--- src/verilog/mul_pkg.sv ---
`default_nettype none

package mul_pkg;

   // datapath widths
   parameter int XLEN   = 32;
   parameter int OPND_W = XLEN + 1;
   parameter int PROD_W = 2 * XLEN;

   // operations handled by the multiply / bit-manip pipe
   typedef enum logic [3:0] {
      OP_MUL    = 4'd0,
      OP_MULH   = 4'd1,
      OP_MULHSU = 4'd2,
      OP_MULHU  = 4'd3,
      OP_CLMUL  = 4'd4,
      OP_CLMULH = 4'd5,
      OP_CLMULR = 4'd6,
      OP_GREV   = 4'd7,
      OP_GORC   = 4'd8
   } mul_op_e;

   // request as presented at the pipe input, 68 bits
   typedef struct packed {
      mul_op_e         op;
      logic [XLEN-1:0] a;
      logic [XLEN-1:0] b;
   } mul_req_t;

   // E2 operands, 33 bits each with the sign folded into the top bit
   typedef struct packed {
      mul_op_e                  op;
      logic signed [OPND_W-1:0] a_ext;
      logic signed [OPND_W-1:0] b_ext;
   } mul_opnd_t;

   // E3 result register contents, 98 bits
   typedef struct packed {
      logic [PROD_W-1:0] product;
      logic [XLEN-1:0]   bitmanip;
      logic              bitmanip_sel;
      logic              low;
   } mul_res_t;

endpackage

`default_nettype wire

--- src/verilog/mul_issue_stage.sv ---
`timescale 1ns/1ns
`default_nettype none

module mul_issue_stage
   import mul_pkg::*;
(
   input  wire logic     clk,
   input  wire logic     reset_i,
   input  wire logic     valid_i,
   input  wire mul_req_t req_i,
   output logic         e1_valid_o,
   output mul_req_t     e1_req_o
);

   // valid travels down the pipe and is the only reset state here
   always_ff @(posedge clk)
   begin
      if (reset_i)
      begin
         e1_valid_o <= 1'b0;
      end
      else
      begin
         e1_valid_o <= valid_i;
      end
   end

   // request payload, loaded only on a valid strobe
   always_ff @(posedge clk)
   begin
      if (valid_i)
      begin
         e1_req_o <= req_i;
      end
   end

endmodule

`default_nettype wire

--- src/verilog/mul_operand_stage.sv ---
`timescale 1ns/1ns
`default_nettype none

module mul_operand_stage
   import mul_pkg::*;
(
   input  wire logic     clk,
   input  wire logic     reset_i,
   input  wire logic     e1_valid_i,
   input  wire mul_req_t e1_req_i,
   output logic         e2_valid_o,
   output mul_opnd_t    e2_opnd_o
);

   logic      rs1_sign;
   logic      rs2_sign;
   logic      rs1_neg;
   logic      rs2_neg;
   mul_opnd_t opnd_d;

   // MULH is signed x signed, MULHSU signed x unsigned, the rest unsigned
   assign rs1_sign = (e1_req_i.op == OP_MULH) || (e1_req_i.op == OP_MULHSU);
   assign rs2_sign = (e1_req_i.op == OP_MULH);

   assign rs1_neg = rs1_sign & e1_req_i.a[XLEN-1];
   assign rs2_neg = rs2_sign & e1_req_i.b[XLEN-1];

   // 33-bit operands so one signed multiplier covers all four flavours
   assign opnd_d.op    = e1_req_i.op;
   assign opnd_d.a_ext = {rs1_neg, e1_req_i.a};
   assign opnd_d.b_ext = {rs2_neg, e1_req_i.b};

   always_ff @(posedge clk)
   begin
      if (reset_i)
      begin
         e2_valid_o <= 1'b0;
      end
      else
      begin
         e2_valid_o <= e1_valid_i;
      end
   end

   always_ff @(posedge clk)
   begin
      if (e1_valid_i)
      begin
         e2_opnd_o <= opnd_d;
      end
   end

endmodule

`default_nettype wire

--- src/verilog/bitmanip_unit.sv ---
`timescale 1ns/1ns
`default_nettype none

module bitmanip_unit
   import mul_pkg::*;
#(
   parameter int BITMANIP_EN = 1
)
(
   input  wire mul_op_e         op_i,
   input  wire logic [XLEN-1:0] a_i,
   input  wire logic [XLEN-1:0] b_i,
   output logic                 sel_o,
   output logic [XLEN-1:0]      result_o
);

   logic [2*XLEN-2:0] clmul_raw;
   logic [XLEN-1:0]   grev_val;
   logic [XLEN-1:0]   gorc_val;

   // one butterfly level: swap neighbouring groups of 2**stage bits
   function automatic logic [XLEN-1:0] swap_groups(input logic [XLEN-1:0] x, input int stage);
      logic [XLEN-1:0] mask;
      int              shamt;
      case (stage)
         0:       mask = 32'h5555_5555;
         1:       mask = 32'h3333_3333;
         2:       mask = 32'h0f0f_0f0f;
         3:       mask = 32'h00ff_00ff;
         default: mask = 32'h0000_ffff;
      endcase
      shamt = 1 << stage;
      return ((x & mask) << shamt) | ((x & ~mask) >> shamt);
   endfunction

   // carry-less product, 63 bits wide
   always_comb
   begin
      clmul_raw = '0;
      for (int i = 0; i < XLEN; i++)
      begin
         if (b_i[i])
         begin
            clmul_raw = clmul_raw ^ ({{(XLEN-1){1'b0}}, a_i} << i);
         end
      end
   end

   // grev swaps, gorc ors the swapped copy back in
   always_comb
   begin
      grev_val = a_i;
      gorc_val = a_i;
      for (int k = 0; k < 5; k++)
      begin
         if (b_i[k])
         begin
            grev_val = swap_groups(grev_val, k);
            gorc_val = gorc_val | swap_groups(gorc_val, k);
         end
      end
   end

   // multiplies and a disabled unit both leave sel low and the result zero
   always_comb
   begin
      sel_o    = 1'b0;
      result_o = '0;
      if (BITMANIP_EN == 1)
      begin
         case (op_i)
            OP_CLMUL:
            begin
               sel_o    = 1'b1;
               result_o = clmul_raw[XLEN-1:0];
            end
            OP_CLMULH:
            begin
               sel_o    = 1'b1;
               result_o = {1'b0, clmul_raw[2*XLEN-2:XLEN]};
            end
            OP_CLMULR:
            begin
               sel_o    = 1'b1;
               result_o = clmul_raw[2*XLEN-2:XLEN-1];
            end
            OP_GREV:
            begin
               sel_o    = 1'b1;
               result_o = grev_val;
            end
            OP_GORC:
            begin
               sel_o    = 1'b1;
               result_o = gorc_val;
            end
            default:
            begin
               sel_o    = 1'b0;
               result_o = '0;
            end
         endcase
      end
   end

endmodule

`default_nettype wire

--- src/verilog/mul_execute_stage.sv ---
`timescale 1ns/1ns
`default_nettype none

module mul_execute_stage
   import mul_pkg::*;
#(
   parameter int BITMANIP_EN = 1
)
(
   input  wire logic      clk,
   input  wire logic      reset_i,
   input  wire logic      e2_valid_i,
   input  wire mul_opnd_t e2_opnd_i,
   output logic [XLEN-1:0] result_o
);

   logic signed [OPND_W-1:0]   a_s;
   logic signed [OPND_W-1:0]   b_s;
   logic signed [2*OPND_W-1:0] prod_full;
   logic                       is_mul;
   logic                       bm_sel;
   logic [XLEN-1:0]            bm_result;
   mul_res_t                   res_d;
   mul_res_t                   res_e3;

   assign a_s = e2_opnd_i.a_ext;
   assign b_s = e2_opnd_i.b_ext;

   // 33 x 33 signed, only the low 64 bits matter
   assign prod_full = a_s * b_s;

   assign is_mul = (e2_opnd_i.op == OP_MUL) || (e2_opnd_i.op == OP_MULH) ||
                   (e2_opnd_i.op == OP_MULHSU) || (e2_opnd_i.op == OP_MULHU);

   bitmanip_unit #(
      .BITMANIP_EN (BITMANIP_EN)
   ) u_bitmanip (
      .op_i     (e2_opnd_i.op),
      .a_i      (e2_opnd_i.a_ext[XLEN-1:0]),
      .b_i      (e2_opnd_i.b_ext[XLEN-1:0]),
      .sel_o    (bm_sel),
      .result_o (bm_result)
   );

   // product forced to zero for non-multiplies so a disabled bit-manip op reads zero
   assign res_d.product      = is_mul ? prod_full[PROD_W-1:0] : '0;
   assign res_d.bitmanip     = bm_result;
   assign res_d.bitmanip_sel = bm_sel;
   assign res_d.low          = (e2_opnd_i.op == OP_MUL);

   always_ff @(posedge clk)
   begin
      if (reset_i)
      begin
         res_e3 <= '0;
      end
      else if (e2_valid_i)
      begin
         res_e3 <= res_d;
      end
   end

   // E3 output select
   always_comb
   begin
      if (res_e3.bitmanip_sel)
      begin
         result_o = res_e3.bitmanip;
      end
      else if (res_e3.low)
      begin
         result_o = res_e3.product[XLEN-1:0];
      end
      else
      begin
         result_o = res_e3.product[PROD_W-1:XLEN];
      end
   end

endmodule

`default_nettype wire

--- src/verilog/mul_top.sv ---
`timescale 1ns/1ns
`default_nettype none

module mul_top
   import mul_pkg::*;
#(
   parameter int BITMANIP_EN = 1
)
(
   input  wire logic      clk,
   input  wire logic      reset_i,
   input  wire logic      valid_i,
   input  wire mul_req_t  req_i,
   output logic [XLEN-1:0] result_o
);

   logic      e1_valid;
   mul_req_t  e1_req;
   logic      e2_valid;
   mul_opnd_t e2_opnd;

   mul_issue_stage u_issue (
      .clk        (clk),
      .reset_i    (reset_i),
      .valid_i    (valid_i),
      .req_i      (req_i),
      .e1_valid_o (e1_valid),
      .e1_req_o   (e1_req)
   );

   mul_operand_stage u_operand (
      .clk        (clk),
      .reset_i    (reset_i),
      .e1_valid_i (e1_valid),
      .e1_req_i   (e1_req),
      .e2_valid_o (e2_valid),
      .e2_opnd_o  (e2_opnd)
   );

   mul_execute_stage #(
      .BITMANIP_EN (BITMANIP_EN)
   ) u_execute (
      .clk        (clk),
      .reset_i    (reset_i),
      .e2_valid_i (e2_valid),
      .e2_opnd_i  (e2_opnd),
      .result_o   (result_o)
   );

endmodule

`default_nettype wire

--- config.mk ---
export PLATFORM = sky130hd
export DESIGN_NAME = mul_top
export DESIGN_NICKNAME = d
export VERILOG_FILES = /design/src/verilog/mul_pkg.sv /design/src/verilog/mul_issue_stage.sv /design/src/verilog/mul_operand_stage.sv /design/src/verilog/bitmanip_unit.sv /design/src/verilog/mul_execute_stage.sv /design/src/verilog/mul_top.sv
export SDC_FILE = /design/constraint.sdc
export NUM_CORES = 2
export LEC_CHECK = 0
export BUFFER_PORTS_ARGS = -buffer_cell sky130_fd_sc_hd__buf_2
export CAP_MARGIN = 5
export CORE_MARGIN = 5
export CORE_UTILIZATION = 25
export CTS_BUF_LIST = sky130_fd_sc_hd__clkbuf_4 sky130_fd_sc_hd__clkbuf_8 sky130_fd_sc_hd__clkbuf_16
export CTS_CLUSTER_SIZE = 24
export DETAILED_ROUTE_END_ITERATION = 8
export HOLD_SLACK_MARGIN = 0.08
export SYNTH_ARGS = -nofsm -noshare
export SYNTH_HDL_FRONTEND = slang
export SYNTH_SLANG_ARGS = --single-unit
--- constraint.sdc ---
create_clock -name clk -period 7.65 [get_ports clk]
set_input_delay 0 -clock clk [delete_from_list [all_inputs] [get_ports clk]]
set_output_delay 0 -clock clk [all_outputs]
set_load 0.02 [all_outputs]
# Word-level counts from Yosys, hierarchy flattened
# Index checks and enable logic that the tools add are counted.
# word_totals
input_bits	71
word_cells	151
regBits	238
output_inout_bits	32
# op_classes
eq_ne	10
multipliers	1
muxes	52
bitwise	70
reduce_logical	6
# ops
operator	n
$mux W63	31
$mux W32	18
$and A32 B32 Y32	9
$not A32 Y32	5
$or A32 B32 Y32	5
$pmux W32 S5	1
$mul A33 B33 Y64	1
$mux W64	1
$or A32 B16 Y32	2
$or A32 B24 Y32	2
$or A32 B28 Y32	2
$or A32 B30 Y32	2
$xor A63 B34 Y63	1
$xor A63 B35 Y63	1
$xor A63 B36 Y63	1
$xor A63 B37 Y63	1
$xor A63 B38 Y63	1
$xor A63 B39 Y63	1
$xor A63 B40 Y63	1
$xor A63 B41 Y63	1
$xor A63 B42 Y63	1
$xor A63 B43 Y63	1
$xor A63 B44 Y63	1
$xor A63 B45 Y63	1
other kinds (34)	48

# Logic depth before layout (Yosys ltp)
# depth
depth_word	64
ltp_mapped	32
mapped_depth_nobuf	27

# Hierarchy
# A second synthesis with hierarchy kept.
# unflattened
hier_cells	7597
hier_area_um2	64189.1
# by_module_without_submodules
module	seq_area_each_um2	cells_per_inst	instances	area_each_um2
mul_execute_stage	1961.9	4614	1	42299.3
bitmanip_unit	0.0	2837	1	17651.9
mul_operand_stage	2122.0	76	1	2162.1
mul_issue_stage	2062.0	70	1	2075.7

# Worst setup path before layout
# No wires, ideal clock.
# synth_path
kind	reg-to-reg
from	register u_operand.e2_opnd_o[4] in the netlist's numbering
to	register u_execute.res_e3[94] in the netlist's numbering
stages_incl_launch_ff	29
t_required_ns	7.533
path_buffers	6
setup_ns	0.117
arrival_time_ns	8.137
synth_period_minus_slack_ns	8.254
path_slack_ns	-0.604
cell_sequence	edfxtp_1 -> buf_2 -> buf_2 -> buf_2 -> clkbuf_1 -> clkbuf_1 -> and2_1 -> fa_1 -> fa_1 -> fa_1 -> fa_1 -> inv_1 -> fa_1 -> fa_1 -> fa_1 -> inv_1 -> fa_1 -> ha_1 -> clkbuf_1 -> a21o_1 -> a21o_1 -> a21o_1 -> a31oi_1 -> nor3_1 -> a211oi_1 -> o21ai_2 -> o31ai_2 -> xnor2_1 -> a22o_1
# synth_via
elab_chain_len	2
# synth_lines
element	line_no	rtl
start, declared	mul_operand_stage.sv:12	output mul_opnd_t e2_opnd_o
start signal, assigned	mul_operand_stage.sv:49	e2_opnd_o <= opnd_d;
$mul A33 B33 Y64	mul_execute_stage.sv:30	assign prod_full = a_s * b_s;
$mux W64	mul_execute_stage.sv:46	assign res_d.product = is_mul ? prod_full[PROD_W-1:0] : '0;
end signal, assigned	mul_execute_stage.sv:59	res_e3 <= res_d;
end, declared	mul_execute_stage.sv:24	mul_res_t res_e3;
# Every way passes these cells.
# A chain may end at the register's enable or synchronous reset.

# Worst setup path in the final report
# layout_path
from	register u_operand.e2_opnd_o[48] in the netlist's numbering
to	register u_execute.res_e3[90] in the netlist's numbering
# Same word-level chain as after synthesis.

==> reports/metrics.cfg <==
[die]
dieArea_um2 = 240000
dieHeight_um = 490
core_um2 = 229000
num_io_pins = 103
die_w_um = 490
start_util_pct = 25.1
row_count = 176

[critical_path]
path_class = register to register
worst-r2r-setup-slack_ps = 40
critPathMaxStageDelay_ps = 580
critPathMostFrequentCell = fa_1
required_ps = 8140
end_kind = register
crit_family = adder cells
start_kind = register
crit_buf_inv = 8
worst_path_max_delay_cell = fa_1
crit_fanout = 7
worstPathArrival_ps = 8100

[placement]
hpwlAfterDp_mm = 171
globalplace.congestion = 0.961
port_buffers = 102

[job]
max_cap_viol_count = 0

[drt]
wire_per_inst_um = 22.7
first_iter_violations = 4547
firstDrtPassIters = 6
via_count = 45700
finalWirelength_mm = 218
ant_nets = 0
drc_errors = 0
avgViaCountPerCell = 4.75

[timing]
slew_headroom_pct = 8.91
clock.fmax_mhz = 131
slew_viol_final = 0
tightest_slew_ps = 1360
skew_ps = 29.1
setup_viol = 0
grt_setup_unrepaired = yes
finalHoldViolations = 0
period_share_pct = 99.5
tns_ps = 0
min_period_ps = 7610

[synthesis]
synth_edf_count = 138
synth_top_cells_by_count = fa_1 (1125), nand2_1 (1041), inv_1 (983)
synthTopCellsByArea = fa_1 (39%), xnor2_1 (14%), edfxtp_1 (7.2%), nand2_1 (6.8%), inv_1 (6.4%)
synth_most_common_cell = fa_1
synth_nets = 7613
ys_warn_count = 0
ys_ff_latch = 238
synthFlopType = edfxtp_1
synthesis.instances = 6205
avgSynthCellArea_um2 = 9.27
syn-cell-area_um2 = 57500
yosys.area.top_type_share_pct = 39.1
ys_seq_area_share_pct = 10.7
async_reset_ff_share_pct = 0
yosysUniqueCellTypes = 83
yosysTopAreaCell = fa_1

[layout]
drive_gt1_share_pct = 12.7
area_growth_pct = 18.5
final_core_util_pct = 29.7
nFillCells = 24000
final_net_count = 7977

[global_route]
grt_pass1_vias = 48400
grt_antenna_before_repair = 22
grt_overflow_total = 0
grt_first_pass_wirelength_mm = 314
grt_start_max_net_pins = 66
grt.total_usage_pct = 17.4

[clocking]
h-tree-depth = 1
path_clk_slew_ps = 60
numCtsBuffers = 28
cts_buffer_depth = 3
cts_root_buffer = clkbuf_16
tritoncts = yes
clock_latency_ps = 620
cts_sinks = 238

[outcome]
status = completed

[hold_path]
hp-class = input port to register

==> layout by cell type, fill, tap and decap left out, types with 51 or more instances in the layout <==
master | synthesis | layout
fa_1 | 1125 | 1107
nand2_1 | 1041 | 1024
inv_1 | 983 | 979
xnor2_1 | 891 | 889
buf_4 | 6 | 354
and2_1 | 202 | 197
ha_1 | 212 | 194
nor2_1 | 190 | 184
o21ai_0 | 174 | 161
xor2_1 | 145 | 141
edfxtp_1 | 138 | 138
a21oi_1 | 140 | 124
dlygate4sd3_1 | 0 | 104
buf_2 | 175 | 101
dfxtp_1 | 100 | 97
buf_12 | 1 | 92
nand2b_1 | 52 | 52
a21o_1 | 52 | 51
==> path summary, 6_finish.rpt <==
| kind | cells after the start | to | start |
|---|---|---|---|
| worst max-delay path | 27 | u_execute.res_e3[90] | u_operand.e2_opnd_o[48] |
| worst min-delay path | 2 | u_issue.e1_req_o[13] | req_i[13] |
| worst max register to register | 27 | u_execute.res_e3[90] | u_operand.e2_opnd_o[48] |
| worst min register to register | 0 | u_operand.e2_opnd_o[33] | u_issue.e1_req_o[32] |
==> repair_timing <==
| action | in CTS | in global routing |
|---|---|---|
| hold buffers | 104 | 0 |
| endpoints found under the setup margin | 17 | 36 |
| endpoints found under the hold margin | 118 | 0 |
| buffers inserted | 4 | 59 |
| cloned | 0 | 16 |
| pin swaps | 2 | 49 |
| resized for setup | 11 | 164 |
==> metrics by stage <==
stage	setup WS [ps]	hold WS (ps)	cell area, µm²	cells
4_1_cts	23.6	81.8	66400	9542
3_3_place_gp	-118	179	64300	9382
3_5_place_dp	-126	178	64300	9382
5_1_grt	-176	108	68100	9617
2_1_floorplan	-206	98.9	57600	6205
6_report	36.4	113	68100	9625
==> layer usage <==
layer  part of all wire, %  global-route usage, %  vias up  wire, µm
met4                   3.8                   5.69        8      8230
met2                    44                   27.7     2328     96300
met3                   9.9                   3.00      402     21600
met1                    42                   24.1    23300     91900
li1                      -                      -    19600         -
met5                 0.096                  0.523        -       209
==> flip-flops by register name, summed over array words and instances, names as in the netlist <==
register              cells
u_issue.e1_req_o         68
u_issue.e1_valid_o        1
u_operand.e2_opnd_o      70
u_execute.res_e3         98
u_operand.e2_valid_o      1
==> area by class of cell <==
| type | count | area, µm² | share of cell area, % |
|---|---|---|---|
| sequential | 238 | 6150 | 9.03 |
| antenna | 8 | 20.0 | 0.0294 |
| multi-input combinational | 4621 | 46700 | 68.5 |
| clock inverter | 19 | 211 | 0.310 |
| tap | 3026 | 3790 | 5.56 |
| inverter | 985 | 3700 | 5.43 |
| clock buffer | 33 | 762 | 1.12 |
| timing repair buffer | 695 | 6850 | 10.1 |
==> worst register-to-register path, cell delays in order (launching register included) <==
cell,delay [ps]
edfxtp_1,470
buf_12,170
clkbuf_16,170
buf_4,130
nand2_1,100
fa_1,530
inv_1,50
fa_1,480
inv_1,50
fa_1,550
fa_1,450
fa_1,580
fa_1,460
fa_1,490
inv_1,50
fa_1,540
ha_4,240
a21oi_4,170
o211ai_1,150
a221oi_4,300
buf_4,170
o2111ai_2,170
a21oi_2,240
buf_4,170
nor2_2,50
a41o_1,240
xor2_1,140
a22o_1,170
==> logic make-up (layout without fill, tap and decap cells) <==
logic type,count (synthesis),after routing,synth area share (%)
flip-flops,238,238,10.7
other,0,8,0
XOR/XNOR,1037,1037,15.8
AND/OR/NAND/NOR,1572,1572,11.7
multiplexers,99,99,2.47
AO/OA/AOI/OAI,576,576,6.23
buffers and inverters,1346,1732,9.33
adder cells (fa/ha/maj),1337,1337,43.8
Power is not shown: default switching activity piles up to over one toggle a cycle in this logic, so the estimate is an artifact.
